==> config.mk <==
export PLATFORM = sky130hd
export DESIGN_NAME = readout_top
export DESIGN_NICKNAME = d
export VERILOG_FILES = /design/src/rdo_pkg.sv /design/src/arb_if.sv /design/src/frame_if.sv /design/src/chan_fifo.sv /design/src/credit_tx.sv /design/src/readout_framer.sv /design/src/readout_top.sv /design/src/rrp_arbiter.sv
export SDC_FILE = /design/constraint.sdc
export NUM_CORES = 1
export LEC_CHECK = 0
export BUFFER_PORTS_ARGS = -buffer_cell sky130_fd_sc_hd__buf_2
export CAP_MARGIN = 20
export CORE_MARGIN = 4
export CORE_UTILIZATION = 64
export CTS_BUF_LIST = sky130_fd_sc_hd__clkbuf_2
export DETAILED_ROUTE_END_ITERATION = 10
export PLACE_DENSITY_LB_ADDON = 0.12
export SLEW_MARGIN = 10
export SYNTH_ARGS = -nofsm -noshare
export SYNTH_HDL_FRONTEND = slang
export SYNTH_SLANG_ARGS = --single-unit
==> constraint.sdc <==
create_clock -name CLK -period 5.6 [get_ports CLK]
set_input_delay 0.28 -clock CLK [delete_from_list [all_inputs] [get_ports CLK]]
set_output_delay 0.28 -clock CLK [all_outputs]
set_load 0.005 [all_outputs]
==> src/rdo_pkg.sv <==
// ----------------------------------------
// readout package
// sizes, header marker and framer states
// ----------------------------------------
`default_nettype none

package rdo_pkg;

    localparam int NUM_CH      = 4;   // front-end channels
    localparam int DATA_W      = 32;  // data word width
    localparam int CH_W        = 2;   // channel index width
    localparam int FIFO_DEPTH  = 8;   // words per channel fifo
    localparam int PTR_W       = 3;   // fifo pointer width
    localparam int CNT_W       = 4;   // fill counter, holds 0..FIFO_DEPTH
    localparam int HOLD_LEVEL  = 6;   // fill level raising hold_req
    localparam int NUM_CREDITS = 4;   // credits after reset
    localparam int CREDIT_W    = 3;

    // upper half of a header word, low CH_W bits carry the channel
    localparam logic [15:0] HDR_MARK = 16'hA5C3;

    typedef enum logic [1:0] {
        FR_IDLE,    // waiting for a word from the arbiter
        FR_HEADER,  // presenting channel header
        FR_DATA     // presenting the held data word
    } framer_state_e;

endpackage

`default_nettype wire

==> src/arb_if.sv <==
// ----------------------------------------
// arbiter to framer link
// merged word plus its channel index
// ----------------------------------------
`timescale 1ns/10ps
`default_nettype none

interface arb_if
    import rdo_pkg::*;
();
    logic              valid;  // may follow ready combinationally
    logic              ready;  // framer can take a word
    logic [DATA_W-1:0] data;
    logic [CH_W-1:0]   chan;   // source channel of data

    modport src (output valid, data, chan, input ready);
    modport dst (input valid, data, chan, output ready);

endinterface

`default_nettype wire

==> src/frame_if.sv <==
// ----------------------------------------
// framer to transmitter link
// framed stream with header flag
// ----------------------------------------
`timescale 1ns/10ps
`default_nettype none

interface frame_if
    import rdo_pkg::*;
();
    logic              valid;   // held until accepted
    logic              ready;   // transmitter has credit and room
    logic [DATA_W-1:0] data;
    logic              header;  // data is a channel header word

    modport src (output valid, data, header, input ready);
    modport dst (input valid, data, header, output ready);

endinterface

`default_nettype wire

==> src/chan_fifo.sv <==
// ----------------------------------------
// per-channel readout fifo
// circular buffer, raises write and hold
// requests towards the arbiter
// ----------------------------------------
`timescale 1ns/10ps
`default_nettype none

module chan_fifo
    import rdo_pkg::*;
(
    input  logic              CLK,
    input  logic              RST,
    input  logic              wr,
    input  logic [DATA_W-1:0] wr_data,
    output logic              write_req,
    output logic              hold_req,
    output logic [DATA_W-1:0] rd_data,
    input  logic              read_grant
);

    logic [DATA_W-1:0] mem [FIFO_DEPTH];
    logic [PTR_W-1:0]  wr_ptr;
    logic [PTR_W-1:0]  rd_ptr;
    logic [CNT_W-1:0]  count;   // fill level
    logic              full;
    logic              push;
    logic              pop;

    assign full = (count == CNT_W'(FIFO_DEPTH));
    assign push = wr && !full;   // write into full fifo is lost
    assign pop  = read_grant && (count != '0);

    // requests come from the registered fill level
    assign write_req = (count != '0);
    assign hold_req  = (count >= CNT_W'(HOLD_LEVEL));  // stays up until drained below level
    assign rd_data   = mem[rd_ptr];                    // head word always visible

    always_ff @(posedge CLK) begin
        if (push)
            mem[wr_ptr] <= wr_data;
    end

    always_ff @(posedge CLK) begin
        if (RST) begin
            wr_ptr <= '0;
            rd_ptr <= '0;
            count  <= '0;
        end else begin
            if (push)
                wr_ptr <= wr_ptr + 1'b1;  // depth is a power of two, wraps by itself
            if (pop)
                rd_ptr <= rd_ptr + 1'b1;
            case ({push, pop})
                2'b10:   count <= count + 1'b1;
                2'b01:   count <= count - 1'b1;
                default: count <= count;  // idle or push and pop together
            endcase
        end
    end

endmodule

`default_nettype wire

==> src/credit_tx.sv <==
// ----------------------------------------
// credit gated transmitter
// one output word per available credit
// ----------------------------------------
`timescale 1ns/10ps
`default_nettype none

module credit_tx
    import rdo_pkg::*;
(
    input  logic              CLK,
    input  logic              RST,
    frame_if.dst              frm,
    input  logic              credit_ret,  // one pulse per returned credit
    output logic              out_valid,
    output logic              out_header,
    output logic [DATA_W-1:0] out_data
);

    logic [CREDIT_W-1:0] credits;
    logic                accept;

    // output register is free whenever it is not showing a word
    assign frm.ready = (credits != '0) && !out_valid;
    assign accept    = frm.valid && frm.ready;

    always_ff @(posedge CLK) begin
        if (RST)
            out_valid <= 1'b0;
        else
            out_valid <= accept;  // single cycle pulse
    end

    always_ff @(posedge CLK) begin
        if (accept) begin
            out_data   <= frm.data;
            out_header <= frm.header;
        end
    end

    // word sent costs one, credit_ret gives one back, both can coincide
    always_ff @(posedge CLK) begin
        if (RST) begin
            credits <= CREDIT_W'(NUM_CREDITS);
        end else begin
            case ({out_valid, credit_ret})
                2'b10:   credits <= credits - 1'b1;
                2'b01:   credits <= credits + 1'b1;
                default: credits <= credits;
            endcase
        end
    end

endmodule

`default_nettype wire

==> src/readout_framer.sv <==
// ----------------------------------------
// readout framer
// puts a channel header in front of each
// run of words from one channel
// ----------------------------------------
`timescale 1ns/10ps
`default_nettype none

module readout_framer
    import rdo_pkg::*;
(
    input  logic CLK,
    input  logic RST,
    arb_if.dst   arb,
    frame_if.src frm
);

    framer_state_e     state;
    logic [DATA_W-1:0] data_q;     // word held while the header goes out
    logic [CH_W-1:0]   last_chan;  // channel of the last data word
    logic              seen;       // any word since reset
    logic              accept;

    assign accept    = arb.valid && arb.ready;
    assign arb.ready = (state == FR_IDLE);  // low while presenting

    assign frm.valid  = (state != FR_IDLE);
    assign frm.header = (state == FR_HEADER);
    assign frm.data   = (state == FR_HEADER) ?
                        {HDR_MARK, {(DATA_W - $bits(HDR_MARK) - CH_W){1'b0}}, last_chan} :
                        data_q;

    always_ff @(posedge CLK) begin
        if (RST) begin
            state     <= FR_IDLE;
            last_chan <= '0;
            seen      <= 1'b0;
        end else begin
            case (state)
                FR_IDLE: begin
                    if (accept) begin
                        seen      <= 1'b1;
                        last_chan <= arb.chan;
                        // new channel or first word needs a header
                        if (!seen || (arb.chan != last_chan))
                            state <= FR_HEADER;
                        else
                            state <= FR_DATA;
                    end
                end
                FR_HEADER: if (frm.ready) state <= FR_DATA;
                FR_DATA:   if (frm.ready) state <= FR_IDLE;
                default:   state <= FR_IDLE;
            endcase
        end
    end

    always_ff @(posedge CLK) begin
        if (accept)
            data_q <= arb.data;
    end

endmodule

`default_nettype wire

==> src/readout_top.sv <==
// ----------------------------------------
// readout concentrator top
// channel fifos, arbiter, framer and
// credit transmitter
// ----------------------------------------
`timescale 1ns/10ps
`default_nettype none

module readout_top
    import rdo_pkg::*;
(
    input  logic                          CLK,
    input  logic                          RST,
    input  logic [NUM_CH-1:0]             in_wr,
    input  logic [NUM_CH-1:0][DATA_W-1:0] in_data,
    output logic                          out_valid,
    output logic [DATA_W-1:0]             out_data,
    output logic                          out_header,
    input  logic                          credit_ret
);

    logic [NUM_CH-1:0]             write_req;
    logic [NUM_CH-1:0]             hold_req;
    logic [NUM_CH-1:0]             read_grant;
    logic [NUM_CH-1:0][DATA_W-1:0] fifo_data;

    arb_if   i_arb_bus ();
    frame_if i_frm_bus ();

    // one fifo per front-end channel
    for (genvar ch = 0; ch < NUM_CH; ch++) begin : g_fifo
        chan_fifo i_fifo (
            .CLK        (CLK),
            .RST        (RST),
            .wr         (in_wr[ch]),
            .wr_data    (in_data[ch]),
            .write_req  (write_req[ch]),
            .hold_req   (hold_req[ch]),
            .rd_data    (fifo_data[ch]),
            .read_grant (read_grant[ch])
        );
    end

    rrp_arbiter i_arb (
        .CLK        (CLK),
        .RST        (RST),
        .write_req  (write_req),
        .hold_req   (hold_req),
        .fifo_data  (fifo_data),
        .read_grant (read_grant),
        .arb        (i_arb_bus.src)
    );

    readout_framer i_framer (
        .CLK (CLK),
        .RST (RST),
        .arb (i_arb_bus.dst),
        .frm (i_frm_bus.src)
    );

    credit_tx i_tx (
        .CLK        (CLK),
        .RST        (RST),
        .frm        (i_frm_bus.dst),
        .credit_ret (credit_ret),
        .out_valid  (out_valid),
        .out_header (out_header),
        .out_data   (out_data)
    );

endmodule

`default_nettype wire

==> src/rrp_arbiter.sv <==
// ----------------------------------------
// round-robin arbiter with priority hold
// merges the channel fifos into one word
// stream, holding fifos jump the queue
// ----------------------------------------
`timescale 1ns/10ps
`default_nettype none

module rrp_arbiter
    import rdo_pkg::*;
(
    input  logic                           CLK,
    input  logic                           RST,
    input  logic [NUM_CH-1:0]              write_req,   // round robin requests
    input  logic [NUM_CH-1:0]              hold_req,    // lower channel wins
    input  logic [NUM_CH-1:0][DATA_W-1:0]  fifo_data,
    output logic [NUM_CH-1:0]              read_grant,
    arb_if.src                             arb
);

    logic [CH_W-1:0] prev_sel;  // last granted channel
    logic [CH_W-1:0] sel;       // current choice
    logic [CH_W-1:0] idx;
    logic            hold;      // set by a transfer, cleared once ready is back
    logic            freeze;
    logic            xfer;

    // keep the mux steady while the framer is stalled after a transfer
    assign freeze = hold && !arb.ready;

    always_comb begin
        sel = prev_sel;
        idx = prev_sel;
        if (!freeze) begin
            if (|hold_req) begin
                // lowest holding channel, scanned downwards so the last hit wins
                for (int i = NUM_CH - 1; i >= 0; i--) begin
                    if (hold_req[i])
                        sel = CH_W'(i);
                end
            end else if (|write_req) begin
                // circular scan from prev_sel + 1, prev_sel itself comes last
                for (int k = NUM_CH; k >= 1; k--) begin
                    idx = prev_sel + CH_W'(k);
                    if (write_req[idx])
                        sel = idx;
                end
            end
        end
    end

    // grant only to a requesting channel when the framer takes the word
    always_comb begin
        for (int i = 0; i < NUM_CH; i++) begin
            read_grant[i] = (sel == CH_W'(i)) && write_req[i] && arb.ready;
        end
    end

    assign xfer      = |read_grant;   // valid and ready in the same cycle
    assign arb.valid = xfer;
    assign arb.data  = fifo_data[sel];
    assign arb.chan  = sel;

    always_ff @(posedge CLK) begin
        if (RST)
            prev_sel <= CH_W'(NUM_CH - 1);  // first scan starts at channel 0
        else if (xfer)
            prev_sel <= sel;
    end

    always_ff @(posedge CLK) begin
        if (RST)
            hold <= 1'b0;
        else if (xfer)
            hold <= 1'b1;
        else if (arb.ready)
            hold <= 1'b0;
    end

endmodule

`default_nettype wire

* After elaboration in Yosys (flattened, before gate mapping) *
Memory sizes are Yosys's and may differ from the RTL's. A register that Yosys moved wholly into a read port is not among the register bits.
Cells that the tools add are included.

operators by class
  mux-type cells = 47
  equal/unequal tests = 23
  order comparisons = 8
  reductions and logical operators = 47
  add/subtract/negate cells = 21

operators by type and width
  cell                 count
  $bmux 32 s2          1
  $mux 32              1
  $pmux 4 s2           4
  $mux 2               15
  $add 3x1->3 const B  9
  $mux 3               8
  $logic_and 1x1->1    20
  $add 4x1->4 const B  4
  $eq 2x2->1 const B   8
  $eq 4x4->1 const B   4
  $ge 4x3->1 const B   4
  $reduce_bool 4->1    4
  $sub 4x1->4 const B  4
  $eq 2x1->1 const B   7
  $reduce_bool 2->1    7
  $mux 1               13
  $lt 2x3->1 const B   4
  $reduce_or 4->1      3
  $logic_not 1->1      7
  $bmux 1 s2           3
  $pmux 2 s3           1
  $pmux 3 s2           1
  $add 2x2->2 const B  2
  $logic_not 2->1      2
  other kinds (9)      10

word-level totals
  input port bits = 135
  memories kept = 4
  register bits after elaboration = 117
  output and inout port bits = 34
  bits in writable memories = 1024
  word-level logic and storage cells = 173

memories
  memory                words  width  rd ports  clocked after memory_dff  write ports  RTL line         source
  g_fifo[0].i_fifo.mem  8      32     1         1                         1            chan_fifo.sv:22  logic [DATA_W-1:0] mem [FIFO_DEPTH];
  g_fifo[1].i_fifo.mem  8      32     1         1                         1            chan_fifo.sv:22
  g_fifo[2].i_fifo.mem  8      32     1         1                         1            chan_fifo.sv:22
  g_fifo[3].i_fifo.mem  8      32     1         1                         1            chan_fifo.sv:22

* Logic depth before layout (Yosys ltp) *
Gate-level depths: netlist of run 1.

  word-level depth = 16
  depth in mapped cells = 17
  depth with buffers taken out = 14

* By module *
Synthesis of run 1 repeated with hierarchy kept, for this count alone.

second synthesis, totals
  cells, all modules = 2170
  area total of the unflattened synthesis = 45815.2 um2

by module, submodules not included
  module                            times used  cells an instance  seq. area each (um2)  area each (um2)
  chan_fifo (g_fifo[1].i_fifo ...)  3           446                7947.6                10428.8
  chan_fifo (g_fifo[0].i_fifo)      1           446                7947.6                10431.3
  rrp_arbiter                       1           240                60.1                  1475.2
  readout_framer                    1           93                 1061.0                1435.1
  credit_tx                         1           53                 1071.0                1187.4

* Least setup slack after synthesis of run 1 *
Ideal clock, no wire load.

  path kind = reg2reg
  from = register g_fifo[2].i_fifo.count[1]
  to = memory g_fifo[2].i_fifo.mem[0][0] (enable)
  setup time = 0.501 ns
  buffers on the path = 2
  path slack = 0.906 ns
  clock period less this slack = 4.694 ns
  data arrival time = 4.192 ns
  stages on the path, launching flop included = 8
  data required time = 5.099 ns
  cells stage by stage = dfxtp_1 > clkbuf_1 > nor3_1 > nand2_1 > and2_1 > clkbuf_1 > inv_1 > nor4_1

between the ends
  word-level cells in the longest chain between the ends = 5

RTL lines
  item                          RTL line         source
  start, declared               chan_fifo.sv:25  logic [CNT_W-1:0] count;
  start signal, assigned        chan_fifo.sv:55  2'b10: count <= count + 1'b1;
  start signal, assigned        chan_fifo.sv:56  2'b01: count <= count - 1'b1;
  start signal, assigned        chan_fifo.sv:57  default: count <= count;
  $eq 4x4->1                    chan_fifo.sv:30  assign full = (count == CNT_W'(FIFO_DEPTH));
  $logic_not 1->1               chan_fifo.sv:31  assign push = wr && !full;
  $logic_and 1x1->1             chan_fifo.sv:31
  $mux 1                        chan_fifo.sv:40  if (push)
  $mux 1 (not written as such)  chan_fifo.sv:41  mem[wr_ptr] <= wr_data;
  end, declared                 chan_fifo.sv:22

Every way passes these cells.

* Worst setup path in the final report of run 1 *
  from = register g_fifo[0].i_fifo.count[1]
  to = register g_fifo[3].i_fifo.count[2]

between the ends
  word-level cells in the longest chain between the ends = 15
  elaborated cells between the ends (all ways) = 25
  classes of those cells = order compare: 1; eq/ne: 3; mux: 14; reduce/logical: 7

RTL lines
  item                                             RTL line           source
  start, declared                                  chan_fifo.sv:25
  start signal, assigned                           chan_fifo.sv:55
  start signal, assigned                           chan_fifo.sv:56
  start signal, assigned                           chan_fifo.sv:57
  $reduce_bool 4->1                                chan_fifo.sv:35    assign write_req = (count != '0);
  $bmux 1 s2                                       rrp_arbiter.sv:45  if (write_req[idx])
  $mux 1 (not written as such)                     rrp_arbiter.sv:45
  $mux 2 (3 in a row)                              rrp_arbiter.sv:45
  $mux 2                                           rrp_arbiter.sv:41  end else if (|write_req) begin
  $mux 2 *                                         rrp_arbiter.sv:35  if (|hold_req) begin
  $mux 2 *                                         rrp_arbiter.sv:34  if (!freeze) begin
  $eq 2x2->1 *                                     rrp_arbiter.sv:55  read_grant[i] = (sel == CH_W'(i)) && write_req[i] && arb.ready;
  $logic_and 1x1->1 * (2 in a row)                 rrp_arbiter.sv:55
  $logic_and 1x1->1 *                              chan_fifo.sv:32    assign pop = read_grant && (count != '0);
  $eq 2x1->1 or $eq 2x2->1 (tied branches)         chan_fifo.sv:54    case ({push, pop})
  $pmux 4 s2 or $reduce_bool 2->1 (tied branches)  --
  end signal, assigned                             chan_fifo.sv:55
  end signal, assigned                             chan_fifo.sv:56
  end signal, assigned                             chan_fifo.sv:57
  end, declared                                    chan_fifo.sv:25

Every way passes the cells marked *; elsewhere a longest branch is shown, timed or not. The select of a mux whose other input is x is not followed.
A chain may end at the register's enable or synchronous reset.

==> results of run 1 <==
[power by group]
| part | switching (mW) | internal [mW] |
|---|---|---|
| logic | 4.56 | 2.30 |
| registers | 0.445 | 10.7 |
| clock network | 3.11 | 2.12 |
| total | 8.11 | 15.1 |
[sequential cells by signal, summed over array words and instances, names as in the netlist, 2 cells and up, named ones only]
name and cells:
g_fifo.i_fifo.mem 1024, g_fifo.i_fifo.rd_ptr 12, i_tx.out_data 32, g_fifo.i_fifo.wr_ptr 12
i_framer.last_chan 2, i_framer.data_q 32, i_tx.credits 3, i_arb.prev_sel 2
g_fifo.i_fifo.count 16, i_framer.state 2
[final timing paths]
kind	start	endpoint	slack, ns	cells after the start
hold reg to reg	g_fifo[2].i_fifo.rd_ptr[1]$_SDFFE_PP0N_	flop	0.50	2
setup reg to reg	g_fifo[0].i_fifo.count[1]$_SDFFE_PP0P_	g_fifo[3].i_fifo.count[2]$_SDFFE_PP0P_	1.27	13
hold / removal	in_data[127]	g_fifo[3].i_fifo.mem[1][31]$_DFFE_PP_	0.34	3
setup / recovery	g_fifo[0].i_fifo.count[1]$_SDFFE_PP0P_	g_fifo[3].i_fifo.count[2]$_SDFFE_PP0P_	1.27	13
[stage by stage]
step                hold slack, ns  setup WS (ns)  total power, mW  util, %
detailed placement           0.476           1.45             18.0     68.0
CTS                          0.104           1.34             23.3     75.4
floorplan                    0.379          0.906             15.6        -
global placement             0.473           1.69             17.7     68.0
global route                 0.212          0.987             24.5     75.4
finish                       0.344           1.27             23.2     75.4
[cell type report]
class / count / area [um^2]
Multi-Input combinational cell: 884 / 10300
Timing Repair Buffer: 488 / 3930
Fill cell: 4003 / 16900
Clock inverter: 61 / 343
Antenna cell: 5 / 12.5
Tap cell: 931 / 1160
Inverter: 14 / 52.6
Clock buffer: 411 / 2060
Sequential cell: 1153 / 34000
[worst reg2reg max path: stages, from the launching register on]
cell and delay (ns):
dfxtp_1 0.41, or4_1 0.64, nor4_1 0.39, a31oi_1 0.13, a221o_1 0.36, and3_4 0.30, nor4_4 0.49, ha_1 0.38
xor2_1 0.25, ha_1 0.20, a21oi_1 0.06, xor2_1 0.18, or3_1 0.31, a21oi_1 0.15
[cell families (layout without fill, tap and decap cells)]
group | Yosys count | in the layout | synth area share, %
flops | 1153 | 1153 | 76.2
simple gates | 273 | 273 | 3.09
xor+xnor | 28 | 28 | 0.550
other cells | 0 | 5 | 0
compound gates | 170 | 170 | 2.29
buf+inv | 129 | 974 | 1.14
fa+ha+maj | 22 | 22 | 0.634
mux | 391 | 391 | 16.1
[timing repair]
action,CTS,global route
hold buffers,269,0
endpoints found under the hold margin,1409,0
setup buffers,0,0
[metal layers]
layer / global-route usage (%) / wire length (um) / up-vias
li1: - / - / 10400
met1: 38.5 / 39600 / 12100
met2: 42.0 / 47400 / 1027
met3: 7.48 / 8440 / 148
met4: 8.58 / 2230 / 8
met5: 0 / 48 / -
[cells in the mapped netlist, types with 2 or more instances]
cell type  number
a21oi_1        34
a31oi_1         2
and2_1         26
and3_1          2
buf_1          31
buf_2           7
buf_6           2
clkbuf_1       75
dfxtp_1        64
edfxtp_1     1089
ha_1           21
inv_1          12
mux2_2         64
mux2i_1        71
mux4_2        256
nand2_1       103
nand2b_1       19
nand3_1         4
nand4_1         3
nand4b_1        4
nor2_1         50
nor3_1         27
nor3b_1         2
nor4_1          6
nor4_4          3
nor4bb_1        4
o211ai_1       34
o21ai_0        81
o21ba_2         2
o22a_1          4
or2_2           2
or3_1          10
or4_1           2
xnor2_1         8
xor2_1         20
==> metrics, run 1 <==
die area approximately 74,000 um^2; CTS tree yes; initial antenna violation count 10; ratio of cells with drive above 1 in the final layout 33.8%; Pins Over Slew Limit 0; CP Capture Type flop; total grt overflow 0; CTS Buf Count between 200 and 300; ranking of synthesized cells by area edfxtp_1 (73%), mux4_2 (13%), dfxtp_1 (2.9%); slowest CP cell or4_1; Post-Layout Cell Count a little under 4,000; Port Buf Inserts about 170; Placed Cells 3,201; Placed Area 46,800 um^2; Core Region 68,800 um^2; Antenna Nets Post-Route 0; Max rail drop VDD 828 uV; Mapped Area 44,600 um^2; Mapped Nets 2,323; first-pass GRT wire length 149,000 um; Setup crit start kind flop; Mapped Avg Cell Area 20.6 um^2; post-CTS sizing 0; most common cell after layout, fill and taps aside edfxtp_1; Yosys top cell by area edfxtp_1; nets@finish 2,989; clock slew at reported path FFs 0.11 ns; vias in the first global route 24,900; Setup Crit Path Kind flop to flop; gr usage total 27.0%; Post-Layout Inst Area 51,900 um^2; GP Congestion 0.880; CP Max Fanout 31; cell chain of the critical path or4_1, nor4_1, a31oi_1, a221o_1, and3_4, nor4_4, ha_1, xor2_1, ha_1, a21oi_1, xor2_1, or3_1, a21oi_1; Mapped Cells 2,166; Ys Warns 0; actual slew at the worst max-slew pin 1.05 ns; largest net degree at the start of global routing 103; DR vias/cell 5.99; clock latency on the worst-skew pair 1.40 ns; DIE WIDTH 272 um; Sinks on Clock Net about 1,200; crit share post-route 77.2%; synthesis-to-layout area growth 16.3%; PD cells between 400 and 500 nW/um^2; Post-synth EDFFs approximately 1,100; die extent in y 272 um; unrepaired setup endpoints after global routing false; Async S/R FF share, synth 0%; synthesized flop and latch total 1,153; via count approximately 24,000; Initial Utilization 64.8%; H-tree depth 5; setup_tns 0 ns; worst path arrival time about 5.5 ns; floorplan row count 96; Max-Cap Viols 0; drt drc 0; Final HPWL DP 56,300 um; Setup-failing EPs final 0; leak pwr 17.2 nW; Max stage delay on crit path 0.64 ns; Max Clk Rate 0.231 GHz; CP bufs+invs 0; drt first pass iters 6; Seq/Total Area, Yosys ~76%; most frequent cells in the layout edfxtp_1 (1,089), clkbuf_2 (411), dlygate4sd3_1 (269), mux4_2 (256), buf_2 (168); delay-heaviest family, CP simple AND/OR/NAND/NOR gates; ys flop type edfxtp_1; DRT iter0 DRCs 2,527; root buffer cell clkbuf_2; relative slew slack 30.1%; post-layout minimum cycle time 4.33 ns; outcome complete, no violations; library cells used by synthesis 57; Post-Route WL 97,700 um; WL/cell roughly 25 um; Req. time, crit path 6.82 ns; area share of the largest cell type after synthesis 73.3%; Layout Skew between 0.1 and 0.15 ns; I/O Pins approximately 170; Final Hold Vio Count 0; Min-Delay Path Class input port to flop; Bufs on Longest Clock Path 4
(Power assumes the default switching activity.)
==> run 2: changes to the inputs <==
--- a/config.mk
+++ b/config.mk
@@ -5,6 +5,7 @@
 export SDC_FILE = /design/constraint.sdc
 export NUM_CORES = 1
 export LEC_CHECK = 0
+export ABC_AREA = 1
 export BUFFER_PORTS_ARGS = -buffer_cell sky130_fd_sc_hd__buf_2
 export CAP_MARGIN = 20
 export CORE_MARGIN = 4
==> constraint.sdc (replaced) <==
create_clock -name CLK -period 4 [get_ports CLK]
set_input_delay 0.2 -clock CLK [delete_from_list [all_inputs] [get_ports CLK]]
set_output_delay 0.2 -clock CLK [all_outputs]
set_load 0.005 [all_outputs]
==> run 2 against run 1 <==
Compared with the run above: utilization down 0.36 points; sequential cell count unchanged; clock skew rose by 0.048 ns; highest routed layer is now met4; critical path depth is 7 higher.
==> metrics, run 2 <==
outcome complete, no violations; synth cell count leaders edfxtp_1 (1,089), nand2_1 (525), o21ai_0 (298); top flop regs g_fifo.i_fifo.mem (1024), i_framer.data_q (32), i_tx.out_data (32); vias in the first global route 30,200 (+21%); Top reg by flops g_fifo.i_fifo.mem; CTS Buf Count 292 (+0.34%); Ys Warns 0 (unchanged); most instantiated library cell after synthesis edfxtp_1; first-pass GRT wire length 168,000 um (+13%); synthesized flop and latch total 1,153 (unchanged); CP Max Fanout 37 (+19%); leak pwr 18.4 nW (+6.8%); reg2reg path depth 20 (+7); nets@finish 4,016 (+34%); Async S/R FF share, synth 0% (unchanged); Comb pwr share 29.0% (-0.6 points); via count 30,000 (+27%); I/O Pins 169 (unchanged); Mapped Cells 3,247 (+50%); Yosys top cell by area edfxtp_1; Max rail drop VDD 1280 uV (+55%); most common cell after layout, fill and taps aside edfxtp_1; unrepaired setup endpoints after global routing false; max reg flops 1,024 (unchanged); drt drc 0 (unchanged); Sinks on Clock Net 1,153 (unchanged); Mapped Avg Cell Area 13.9 um^2 (-32%); Setup-failing EPs final 0 (unchanged); ranking of synthesized cells by area edfxtp_1 (72%), nand2_1 (4.4%), o21ai_0 (3.3%); Clock Power Share 23.0% (+0.5 points); area share of the largest cell type after synthesis 72.2% (-1.1 points); P_int 20.4 mW (+35%); WL/cell 22.3 um (-9.7%); ys flop type edfxtp_1; gr usage total 29.5% (+2.5 points); DRT iter0 DRCs 3,252 (+29%); Pins Over Slew Limit 0 (unchanged); DR vias/cell 6.04 (+0.77%); Final HPWL DP 65,400 um (+16%); Mapped Area 45,300 um^2 (+1.5%); Seq pwr share 48.0% (about the same); PD cells 605 nW/um^2 (+35%); die area 75,100 um^2 (+1.4%); most frequent cells in the layout edfxtp_1 (1,089), nand2_1 (525), clkbuf_2 (408), o21ai_0 (298), dlygate4sd3_1 (269); ratio of cells with drive above 1 in the final layout 18.6% (-15 points); Antenna Nets Post-Route 0 (unchanged); Max-Cap Viols 0 (unchanged); total power 31.8 mW (+37%); worst hold stages 3 (unchanged); synthesis-to-layout area growth 16.0%; H-tree depth 5 (unchanged); Placed Cells 4,235 (+32%); hold_ws 0.214 ns (-0.129 ns); Mapped Nets 3,404 (+47%); drt first pass iters 6 (unchanged); CP Capture Type flop; Post-synth EDFFs 1,089 (unchanged); Bufs on Longest Clock Path 4 (unchanged); CTS tree yes; relative slew slack 33.4% (+3.3 points); total grt overflow 0 (unchanged); Min-Delay Path Class input port to flop; Layout Skew 0.167 ns (+0.0482 ns); Initial Utilization 64.7% (-0.16 points); library cells used by synthesis 41 (-28%); Setup crit start kind flop; postcts setup bufs 0 (unchanged); clock slew at reported path FFs 0.11 ns (about the same); initial antenna violation count 6 (-4); actual slew at the worst max-slew pin 0.996 ns (-0.0519 ns); Req. time, crit path 5.19 ns (-1.63 ns); Core Region 70,000 um^2 (+1.7%); GP Congestion 0.963 (+9.3%); Post-Route WL 111,000 um (+14%); clock latency on the worst-skew pair 1.44 ns (+0.04 ns); largest net degree at the start of global routing 129 (+25%); setup_tns 0 ns (unchanged); Net Sw Power 11.5 mW (+41%); Max Clk Rate 0.291 GHz (+26%); Seq/Total Area, Yosys 75.1% (-1.1 points); root buffer cell clkbuf_2; Post-Layout Inst Area 52,500 um^2 (+1.3%); post-layout minimum cycle time 3.43 ns (-0.891 ns); Final Hold Vio Count 0 (unchanged); crit share post-route 85.8% (+8.6 points); worst path arrival time 4.63 ns (-0.91 ns); floorplan row count 97 (+1.0%); Port Buf Inserts 168 (unchanged); Placed Area 47,500 um^2 (+1.5%); DIE WIDTH 274 um (+0.72%); die extent in y 274 um (+0.72%); Setup Crit Path Kind flop to flop; Switching Share 36.0% (+1.1 points); Post-Layout Cell Count 4,969 (+26%)
run 2: changes by cell type in the layout (fill, tap and decap cells not counted), moves of 57 or more:
cell	previous run	this run
mux2_2	64	0
nor2_1	37	196
o21ai_0	81	298
a32oi_1	0	128
o221ai_1	1	160
mux2i_1	71	128
nand2_1	103	525
inv_1	12	90
mux4_2	256	0
a21oi_1	34	176
run 2: power by group through the flow:
stage | registers, mW | clock network [mW] | logic [mW]
floorplan | 15.3 | 0 | 5.71
CTS | 15.3 | 7.44 | 8.91
global placement | 15.5 | 0 | 8.33
global route | 15.4 | 8.17 | 9.88
finish | 15.3 | 7.33 | 9.22
detailed placement | 15.5 | 0 | 8.67
run 2: cells by family after synthesis:
logic type,count (synthesis),synth area share [%]
fa+ha+maj,22,0.624
mux,128,2.83
xor+xnor,18,0.348
buf+inv,302,2.60
compound gates,771,10.9
flops,1153,75.1
simple gates,853,7.60
run 2: worst max-delay path, stage by stage (launching register included):
cell,delay (ns)
dfxtp_1,0.37
nor2_1,0.28
nand2_1,0.12
nand2_1,0.07
nand2_1,0.07
nor2_2,0.12
nand2_1,0.09
nand2_1,0.06
nand2_1,0.05
nand3_1,0.09
nand2_2,0.12
nand2_4,0.34
nand4_2,0.18
inv_2,0.18
ha_1,0.26
xor2_1,0.23
ha_1,0.20
a21oi_1,0.06
xor2_1,0.18
o21ai_0,0.17
inv_1,0.07
run 2: repair_timing:
action	CTS	global route
hold buffers	269	0
hold endpoints to repair	1696	0
resized for setup	0	0
run 2: layout make-up:
cell class              count  area (um^2)
flip-flops and latches   1153        34000
fillers                  4386        17500
multi-input cells        1792        10400
repair buffers            520         4250
clock buffers             408         2040
well taps                 940         1180
inverters                 100          378
clock inverters            49          295
diodes                      7         17.5
run 2: worst paths after layout:
check,start,end,slack (ns)
max,g_fifo[3].i_fifo.count[0]$_SDFFE_PP0P_,g_fifo[2].i_fifo.count[2]$_SDFFE_PP0P_,0.57
min,in_data[18],g_fifo[0].i_fifo.mem[4][18]$_DFFE_PP_,0.21
max reg2reg,g_fifo[3].i_fifo.count[0]$_SDFFE_PP0P_,g_fifo[2].i_fifo.count[2]$_SDFFE_PP0P_,0.57
min reg2reg,i_framer.data_q[26]$_DFFE_PP_,i_tx.out_data[26]$_SDFFCE_PP1P_,0.42
run 2: routing by layer:
metal | GRT usage [%] | wire [um] | vias to the layer above
met3 | 6.50 | 8600 | 206
met4 | 12.4 | 3720 | 0
li1 | - | - | 13700
met1 | 38.4 | 43200 | 14700
met2 | 48.8 | 55500 | 1416
met5 | 0 | 0 | -
run 2: per-stage QoR:
stage	setup slack, ns	util, %
floorplan	1.22	-
global placement	0.749	67.8
detailed placement	0.633	67.8
CTS	0.609	75.0
global route	0.192	75.0
finish	0.566	75.0
